File: src/source/valu_pkg.sv
/*
 * Shared definitions of the vector integer ALU lane
 * Datapath widths, id and address types, element width and opcode enums,
 * the SIMD data-word union, the operation and result structs
 */

package valu_pkg;

  // Datapath geometry
  localparam int unsigned ElenBits = 64;
  localparam int unsigned StrbBits = ElenBits / 8;
  // Number of instruction ids in the machine
  localparam int unsigned NrVInsn  = 8;

  typedef logic [$clog2(NrVInsn)-1:0] vid_t;
  // Register-file word address, eight words per vector register
  typedef logic [5:0]                 vaddr_t;
  // Vector length in elements, up to 64
  typedef logic [6:0]                 vl_t;
  typedef logic [2:0]                 vreg_t;
  typedef logic [StrbBits-1:0]        strb_t;

  // Element width, encoded as log2 of the element size in bytes
  typedef enum logic [1:0] {
    EW8  = 2'd0,
    EW16 = 2'd1,
    EW32 = 2'd2,
    EW64 = 2'd3
  } vew_e;

  typedef enum logic [2:0] {
    OP_ADD = 3'd0,
    OP_SUB = 3'd1,
    OP_AND = 3'd2,
    OP_OR  = 3'd3,
    OP_XOR = 3'd4
  } alu_op_e;

  // One 64-bit word seen as packed SIMD elements
  typedef union packed {
    logic [7:0][7:0]  b;
    logic [3:0][15:0] h;
    logic [1:0][31:0] w;
    logic [63:0]      d;
  } elen_u;

  // Operation handed over by the lane sequencer
  typedef struct packed {
    alu_op_e               op;
    vew_e                  vew;
    vl_t                   vl;
    vreg_t                 vd;
    vid_t                  id;
    logic                  use_scalar;
    // Set when the instruction is unmasked
    logic                  vm;
    logic [ElenBits-1:0]   scalar;
  } vfu_op_t;

  // One register-file write, last marks the final word of an instruction
  typedef struct packed {
    vid_t   id;
    vaddr_t addr;
    elen_u  wdata;
    strb_t  be;
    logic   last;
  } result_t;

endpackage

File: src/source/simd_alu.sv
/*
 * Combinational SIMD integer unit
 * ADD, SUB, AND, OR, XOR on 8, 16, 32 or 64-bit elements of one word
 */

`timescale 1ns/1ps

module simd_alu import valu_pkg::*; (
  input  elen_u   a_i,
  input  elen_u   b_i,
  input  alu_op_e op_i,
  input  vew_e    vew_i,
  output elen_u   result_o
);

  logic sub;

  // Result is vs2 minus vs1
  assign sub = (op_i == OP_SUB);

  always_comb begin
    result_o = '0;
    case (op_i)
      // Bitwise ops have no element boundaries
      OP_AND: result_o.d = b_i.d & a_i.d;
      OP_OR:  result_o.d = b_i.d | a_i.d;
      OP_XOR: result_o.d = b_i.d ^ a_i.d;
      OP_ADD, OP_SUB: begin
        // One adder per element, carries stop at the element edge
        case (vew_i)
          EW8: begin
            for (int i = 0; i < ElenBits / 8; i++) begin
              result_o.b[i] = sub ? b_i.b[i] - a_i.b[i] : b_i.b[i] + a_i.b[i];
            end
          end
          EW16: begin
            for (int i = 0; i < ElenBits / 16; i++) begin
              result_o.h[i] = sub ? b_i.h[i] - a_i.h[i] : b_i.h[i] + a_i.h[i];
            end
          end
          EW32: begin
            for (int i = 0; i < ElenBits / 32; i++) begin
              result_o.w[i] = sub ? b_i.w[i] - a_i.w[i] : b_i.w[i] + a_i.w[i];
            end
          end
          default: begin
            result_o.d = sub ? b_i.d - a_i.d : b_i.d + a_i.d;
          end
        endcase
      end
      default: result_o = '0;
    endcase
  end

endmodule

File: src/source/valu_insn_queue.sv
/*
 * Instruction store of the vector ALU
 * Ring of pending operations with accept and issue pointers,
 * issue and commit occupancy counts, one-hot done generation
 */

`timescale 1ns/1ps

module valu_insn_queue import valu_pkg::*; #(
  parameter int unsigned InsnQueueDepth = 4
) (
  input  logic               clk_i,
  input  logic               rst_ni,
  input  vfu_op_t            op_i,
  input  logic               op_valid_i,
  output logic               op_ready_o,
  output vfu_op_t            issue_op_o,
  output logic               issue_valid_o,
  input  logic               issue_done_i,
  input  logic               commit_i,
  input  vid_t               commit_id_i,
  output logic [NrVInsn-1:0] done_o
);

  localparam int unsigned PtrBits = $clog2(InsnQueueDepth);

  typedef logic [PtrBits-1:0] ptr_t;
  typedef logic [PtrBits:0]   cnt_t;

  // Operation storage, payload only
  vfu_op_t insn_q [InsnQueueDepth];

  ptr_t accept_pnt_q, issue_pnt_q;
  // Instructions waiting to be issued, and waiting to be fully written back
  cnt_t issue_cnt_q, commit_cnt_q;

  logic accept;

  // Ring pointer increment with wrap at the queue depth
  function automatic ptr_t next_ptr(ptr_t p);
    if (p == ptr_t'(InsnQueueDepth - 1)) begin
      return '0;
    end
    return p + ptr_t'(1);
  endfunction

  // An entry stays occupied until its last word is written back
  assign op_ready_o = (commit_cnt_q != cnt_t'(InsnQueueDepth));
  assign accept     = op_valid_i && op_ready_o;

  // Head of the issue phase
  assign issue_op_o    = insn_q[issue_pnt_q];
  assign issue_valid_o = (issue_cnt_q != '0);

  // Done pulse follows the write-back of the last word
  always_comb begin
    done_o = '0;
    if (commit_i) begin
      done_o[commit_id_i] = 1'b1;
    end
  end

  always_ff @(posedge clk_i) begin
    if (accept) begin
      insn_q[accept_pnt_q] <= op_i;
    end
  end

  always_ff @(posedge clk_i or negedge rst_ni) begin
    if (!rst_ni) begin
      accept_pnt_q <= '0;
      issue_pnt_q  <= '0;
      issue_cnt_q  <= '0;
      commit_cnt_q <= '0;
    end else begin
      if (accept) begin
        accept_pnt_q <= next_ptr(accept_pnt_q);
      end
      if (issue_done_i) begin
        issue_pnt_q <= next_ptr(issue_pnt_q);
      end
      // Accept and retire may coincide in one cycle
      issue_cnt_q  <= issue_cnt_q + cnt_t'(accept) - cnt_t'(issue_done_i);
      commit_cnt_q <= commit_cnt_q + cnt_t'(accept) - cnt_t'(commit_i);
    end
  end

endmodule

File: src/source/valu_issue_ctrl.sv
/*
 * Issue controller of the vector ALU
 * Walks the head instruction one word per cycle, replicates the scalar,
 * builds address, byte enables and last flag, pushes into the result queue
 */

`timescale 1ns/1ps

module valu_issue_ctrl import valu_pkg::*; (
  input  logic        clk_i,
  input  logic        rst_ni,
  input  vfu_op_t     issue_op_i,
  input  logic        issue_valid_i,
  input  elen_u [1:0] operand_i,
  input  logic        operand_valid_i,
  output logic        operand_ready_o,
  input  strb_t       mask_i,
  output elen_u       alu_a_o,
  output elen_u       alu_b_o,
  input  elen_u       alu_result_i,
  output logic        push_o,
  output result_t     push_data_o,
  input  logic        full_i,
  output logic        issue_done_o
);

  // Elements of the current instruction already issued
  vl_t elem_q;

  vl_t   remaining;
  vl_t   epw;
  vl_t   elem_cnt;
  logic  last;
  strb_t be_elem;
  elen_u scalar_rep;

  assign remaining = issue_op_i.vl - elem_q;
  // Elements per word, 8 bytes divided by the element size
  assign epw       = vl_t'(StrbBits) >> issue_op_i.vew;
  assign elem_cnt  = (remaining < epw) ? remaining : epw;
  // Remaining count reaches zero with this word
  assign last      = (remaining <= epw);

  // Bytes of the elements still inside the vector length
  always_comb begin
    for (int i = 0; i < StrbBits; i++) begin
      be_elem[i] = ((vl_t'(i) >> issue_op_i.vew) < elem_cnt);
    end
  end

  // Scalar copied into every element slot
  always_comb begin
    case (issue_op_i.vew)
      EW8:     scalar_rep.d = {8{issue_op_i.scalar[7:0]}};
      EW16:    scalar_rep.d = {4{issue_op_i.scalar[15:0]}};
      EW32:    scalar_rep.d = {2{issue_op_i.scalar[31:0]}};
      default: scalar_rep.d = issue_op_i.scalar;
    endcase
  end

  // vs1 in slot 0, vs2 in slot 1
  assign alu_a_o = issue_op_i.use_scalar ? scalar_rep : operand_i[0];
  assign alu_b_o = operand_i[1];

  // Operands and mask are consumed with the push
  assign push_o          = issue_valid_i && operand_valid_i && !full_i;
  assign operand_ready_o = push_o;
  assign issue_done_o    = push_o && last;

  always_comb begin
    push_data_o.id    = issue_op_i.id;
    // Base of vd plus the word index inside the instruction
    push_data_o.addr  = {issue_op_i.vd, 3'b000} +
                        vaddr_t'(elem_q >> (2'd3 - 2'(issue_op_i.vew)));
    push_data_o.wdata = alu_result_i;
    push_data_o.be    = be_elem & (issue_op_i.vm ? '1 : mask_i);
    push_data_o.last  = last;
  end

  always_ff @(posedge clk_i or negedge rst_ni) begin
    if (!rst_ni) begin
      elem_q <= '0;
    end else if (push_o) begin
      // Next instruction starts from its first element
      elem_q <= last ? '0 : elem_q + elem_cnt;
    end
  end

endmodule

File: src/source/valu_result_queue.sv
/*
 * Result FIFO in front of the register-file write port
 * Request while the head is valid, pop on grant, flag commit of last words
 */

`timescale 1ns/1ps

module valu_result_queue import valu_pkg::*; #(
  parameter int unsigned ResultQueueDepth = 2
) (
  input  logic    clk_i,
  input  logic    rst_ni,
  input  logic    push_i,
  input  result_t push_data_i,
  output logic    full_o,
  output logic    result_req_o,
  output result_t result_o,
  input  logic    result_gnt_i,
  output logic    commit_o,
  output vid_t    commit_id_o
);

  localparam int unsigned PtrBits = $clog2(ResultQueueDepth);

  typedef logic [PtrBits-1:0] ptr_t;
  typedef logic [PtrBits:0]   cnt_t;

  result_t fifo_q [ResultQueueDepth];

  ptr_t wr_pnt_q, rd_pnt_q;
  cnt_t cnt_q;
  logic pop;

  function automatic ptr_t next_ptr(ptr_t p);
    if (p == ptr_t'(ResultQueueDepth - 1)) begin
      return '0;
    end
    return p + ptr_t'(1);
  endfunction

  assign full_o       = (cnt_q == cnt_t'(ResultQueueDepth));
  // Head entry is on the write port while the queue holds anything
  assign result_req_o = (cnt_q != '0);
  assign result_o     = fifo_q[rd_pnt_q];
  assign pop          = result_req_o && result_gnt_i;

  // Last word of an instruction written back
  assign commit_o    = pop && result_o.last;
  assign commit_id_o = result_o.id;

  always_ff @(posedge clk_i) begin
    if (push_i) begin
      fifo_q[wr_pnt_q] <= push_data_i;
    end
  end

  always_ff @(posedge clk_i or negedge rst_ni) begin
    if (!rst_ni) begin
      wr_pnt_q <= '0;
      rd_pnt_q <= '0;
      cnt_q    <= '0;
    end else begin
      if (push_i) begin
        wr_pnt_q <= next_ptr(wr_pnt_q);
      end
      if (pop) begin
        rd_pnt_q <= next_ptr(rd_pnt_q);
      end
      cnt_q <= cnt_q + cnt_t'(push_i) - cnt_t'(pop);
    end
  end

endmodule

File: src/source/valu_top.sv
/*
 * Vector integer ALU lane top level
 * Instruction store, issue controller, SIMD unit and result queue
 */

`timescale 1ns/1ps

module valu_top import valu_pkg::*; #(
  parameter int unsigned InsnQueueDepth   = 4,
  parameter int unsigned ResultQueueDepth = 2
) (
  input  logic               clk_i,
  input  logic               rst_ni,
  // Operation from the sequencer
  input  vfu_op_t            op_i,
  input  logic               op_valid_i,
  output logic               op_ready_o,
  // Operand words, vs1 in slot 0, vs2 in slot 1
  input  elen_u [1:0]        operand_i,
  input  logic               operand_valid_i,
  output logic               operand_ready_o,
  input  strb_t              mask_i,
  // Register-file write port
  output logic               result_req_o,
  output result_t            result_o,
  input  logic               result_gnt_i,
  output logic [NrVInsn-1:0] done_o
);

  vfu_op_t issue_op;
  logic    issue_valid;
  logic    issue_done;
  elen_u   alu_a, alu_b, alu_result;
  logic    push, full;
  result_t push_data;
  logic    commit_pulse;
  vid_t    commit_id;

  valu_insn_queue #(
    .InsnQueueDepth(InsnQueueDepth)
  ) i_insn_queue (
    .clk_i         (clk_i),
    .rst_ni        (rst_ni),
    .op_i          (op_i),
    .op_valid_i    (op_valid_i),
    .op_ready_o    (op_ready_o),
    .issue_op_o    (issue_op),
    .issue_valid_o (issue_valid),
    .issue_done_i  (issue_done),
    .commit_i      (commit_pulse),
    .commit_id_i   (commit_id),
    .done_o        (done_o)
  );

  valu_issue_ctrl i_issue_ctrl (
    .clk_i           (clk_i),
    .rst_ni          (rst_ni),
    .issue_op_i      (issue_op),
    .issue_valid_i   (issue_valid),
    .operand_i       (operand_i),
    .operand_valid_i (operand_valid_i),
    .operand_ready_o (operand_ready_o),
    .mask_i          (mask_i),
    .alu_a_o         (alu_a),
    .alu_b_o         (alu_b),
    .alu_result_i    (alu_result),
    .push_o          (push),
    .push_data_o     (push_data),
    .full_i          (full),
    .issue_done_o    (issue_done)
  );

  // Op and element width come straight from the issuing instruction
  simd_alu i_simd_alu (
    .a_i      (alu_a),
    .b_i      (alu_b),
    .op_i     (issue_op.op),
    .vew_i    (issue_op.vew),
    .result_o (alu_result)
  );

  valu_result_queue #(
    .ResultQueueDepth(ResultQueueDepth)
  ) i_result_queue (
    .clk_i        (clk_i),
    .rst_ni       (rst_ni),
    .push_i       (push),
    .push_data_i  (push_data),
    .full_o       (full),
    .result_req_o (result_req_o),
    .result_o     (result_o),
    .result_gnt_i (result_gnt_i),
    .commit_o     (commit_pulse),
    .commit_id_o  (commit_id)
  );

endmodule
File: config.mk
export PLATFORM = sky130hd
export DESIGN_NAME = valu_top
export DESIGN_NICKNAME = d
export VERILOG_FILES = /design/src/source/valu_pkg.sv /design/src/source/simd_alu.sv /design/src/source/valu_insn_queue.sv /design/src/source/valu_issue_ctrl.sv /design/src/source/valu_result_queue.sv /design/src/source/valu_top.sv
export SDC_FILE = /design/constraint.sdc
export NUM_CORES = 1
export LEC_CHECK = 0
export BUFFER_PORTS_ARGS = -buffer_cell sky130_fd_sc_hd__buf_2
export CAP_MARGIN = 25
export CORE_MARGIN = 2
export CORE_UTILIZATION = 65
export DETAILED_ROUTE_END_ITERATION = 7
export PLACE_DENSITY = 0.84
export SYNTH_ARGS = -nofsm -noshare
export SYNTH_HDL_FRONTEND = slang
export SYNTH_SLANG_ARGS = --single-unit
File: constraint.sdc
create_clock -name clk_i -period 21.5 [get_ports clk_i]
set_input_delay 4.3 -clock clk_i [delete_from_list [all_inputs] [get_ports clk_i]]
set_output_delay 4.3 -clock clk_i [all_outputs]
set_load 0.02 [all_outputs]
==> impl_metrics.yaml <==
critical_path:
  cp-start-kind: "primary input"
  critPathMaxFanout: 8
  crit_required_ns: 21.92
  end_kind: "flip-flop"
  path_class: "in -> reg"
  critPathArrivalTime_ns: 10.61
detailed_routing:
  routed_wl_um: 123800
  viasPerCell: 6.854
  num_vias: 30870
  firstDrtPassIters: 8
  drc: 1
  drt_iter0_markers: 5095
  wl_per_cell_um: 27.49
  ant_nets: 0
synthesis:
  ys_ff_latch: 521
  avgSynthCellArea_um2: 10.81
  netlist-cell-type-count: 102
  ys.flop_type: "edfxtp_1"
  yosysTopAreaCell: "edfxtp_1"
  ys_async_sr_fraction_pct: 4.031
  synth_area_um2: 37170
  yosys.area.top_type_share_pct: 40.39
  ys_warn_count: 0
  ys_top_cells_by_area: "edfxtp_1 (40%), ha_1 (11%), xnor2_1 (5.3%), mux2_2 (3.3%), mux4_2 (3.3%)"
  synth_edf_count: 500
  syn_inst: 3438
  yosysSeqAreaShare_pct: 41.80
clocking:
  clock_path_buffers: 3
  insertion_delay_ns: 0.65
  cts_buffers: 51
  ctsHoldBuffers: 0
  path_clk_slew_ns: 0.06
  cts_root_buf: "clkbuf_16"
  cts_repair_resize_count: 0
  cts_sinks: 521
  cts_setup_buffers: 0
  tritoncts: "built"
  htree_levels: 2
sta:
  fin_crit_sh_pct: 47.41
  hold_violations: 0
  setup-tns-final_ns: 0
  fin_crit_ns: 10.19
  max_freq_mhz: 98.11
  finalSetupViolations: 0
  rsz0062_at_grt: "no"
  drv_slew: 0
  slew_headroom_pct: 25.14
  finClkSkew_ns: 0.03683
  worst_slew_pin_slew_ns: 1.115
place:
  portBuffers: 317
  place_congestion: 1.050
  dpl.hpwl_um: 89350
worst_hold_path:
  hold_class: "reg -> reg"
global_routing:
  grt_use_total_pct: 40.94
  grt_pass1_wl_um: 182500
  antenna_found_initial: 30
  grt_max_degree: 88
  grt_overflow: 0
  grt_pass1_vias: 29500
cells_and_area:
  layout_commonest_cell: "edfxtp_1"
  layout.filler_cells: 3908
  drive_above_1_share_pct: 17.71
  nets: 4245
  syn_to_final_growth_pct: 10.46
  final_cell_mix: "edfxtp_1 (500), ha_1 (322), buf_2 (317), nor2_1 (243), xnor2_1 (223)"
floorplanning:
  die_width_um: 243.1
  die_y_um: 243.1
  start_util_pct: 65.80
  pin_count: 318
  rows: 87
  die_area_um2: 59120
  fp.coreArea_um2: 56500
outcome:
  violations: "design-rule violations"
  status: "complete, but fails checks"
job:
  maxCapViolations: 0
cells in the mapped netlist, drive strengths merged, types with 70 or more instances:
library cell / instances
xnor2: 223
edfxtp: 500
mux2i: 77
mux2: 110
clkbuf: 94
ha: 323
nor2: 247
buf: 72
inv: 214
o21ai: 131
a21oi: 213
a22oi: 70
a21o: 78
nand2: 203
sequential cells by signal, indices dropped and copies added (netlist names):
signal and cells:
i_insn_queue.accept_pnt_q 2, i_insn_queue.commit_cnt_q 3, i_insn_queue.insn_q 336, i_insn_queue.issue_cnt_q 3, i_insn_queue.issue_pnt_q 2, i_issue_ctrl.elem_q 7
i_result_queue.cnt_q 2, i_result_queue.fifo_q 164, i_result_queue.rd_pnt_q 1, i_result_queue.wr_pnt_q 1
final timing paths:
check                                                        start                                      end  slack (ns)  depth (start not counted)
max                                                  operand_i[16]   i_result_queue.fifo_q[0][72]$_DFFE_PP_       11.31                         23
min                              i_result_queue.cnt_q[1]$_DFF_PN0_        i_result_queue.cnt_q[1]$_DFF_PN0_        0.51                          1
max reg2reg                i_insn_queue.issue_pnt_q[0]$_DFFE_PN0P_   i_result_queue.fifo_q[0][72]$_DFFE_PP_       11.52                         28
min reg2reg                      i_result_queue.cnt_q[1]$_DFF_PN0_        i_result_queue.cnt_q[1]$_DFF_PN0_        0.51                          1
max in group asynchronous                                   rst_ni  i_insn_queue.issue_pnt_q[1]$_DFFE_PN0P_       17.45                          1
min in group asynchronous                                   rst_ni        i_result_queue.cnt_q[1]$_DFF_PN0_        3.62                          1
layer usage:
metal | up-vias | share of wire [%] | global-route usage (%)
met1 | 14750 | 38 | 54.62
li1 | 13440 | - | -
met2 | 2178 | 44 | 62.17
met3 | 492 | 12 | 10.64
met4 | 18 | 6.0 | 20.50
met5 | - | 0.099 | 0
through the flow:
step / std cells / instance area [µm²] / hold WS (ns) / setup slack (ns) / utilization (%)
after floorplan: 3439 / 37180 / 0.4592 / 12.08 / -
after global placement: 4385 / 39260 / 0.4775 / 11.18 / 69.49
after detailed placement: 4386 / 39270 / 0.4808 / 11.00 / 69.51
after CTS: 4482 / 41000 / 0.5045 / 11.56 / 72.58
after global routing: 4498 / 41050 / 0.5288 / 11.12 / 72.66
final: 4504 / 41060 / 0.5073 / 11.31 / 72.68
critical path, stage by stage:
cell	delay, ns
buf_2	0.10
nor2_1	0.04
a21oi_1	0.46
inv_1	0.16
ha_1	0.26
nor3b_1	0.19
and4_1	0.29
nor4b_2	0.19
and4_1	0.30
nor2_1	0.71
xnor2_1	0.14
ha_1	0.42
a21o_1	0.21
a21o_1	0.18
a21oi_1	0.18
o211ai_1	0.14
a221oi_1	0.31
nand3_1	0.30
a31oi_1	0.64
o31ai_1	0.26
a221oi_1	0.37
xnor2_1	0.13
a211oi_1	0.33
kinds of logic after synthesis:
family / synth area share [%]
and+or+nand+nor: 9.993
adders and majority gates: 11.57
other: 0.01009
AOI/OAI and AO/OA: 16.24
buffers and inverters: 4.419
muxes: 9.253
xor gates and xnor gates: 6.708
DFF: 41.80
final cells by class:
type,count,area [µm²],area share (%)
timing repair buffer,358,1911,4.653
sequential,521,15550,37.87
antenna,21,52.55,0.1280
multi-input combinational,2536,20060,48.86
clock inverter,28,370.4,0.9019
inverter,216,810.8,1.974
clock buffer,68,1360,3.312
tap,756,945.9,2.304
Power is not shown: default switching activity piles up to over one toggle a cycle in this logic, so the estimate is an artifact.
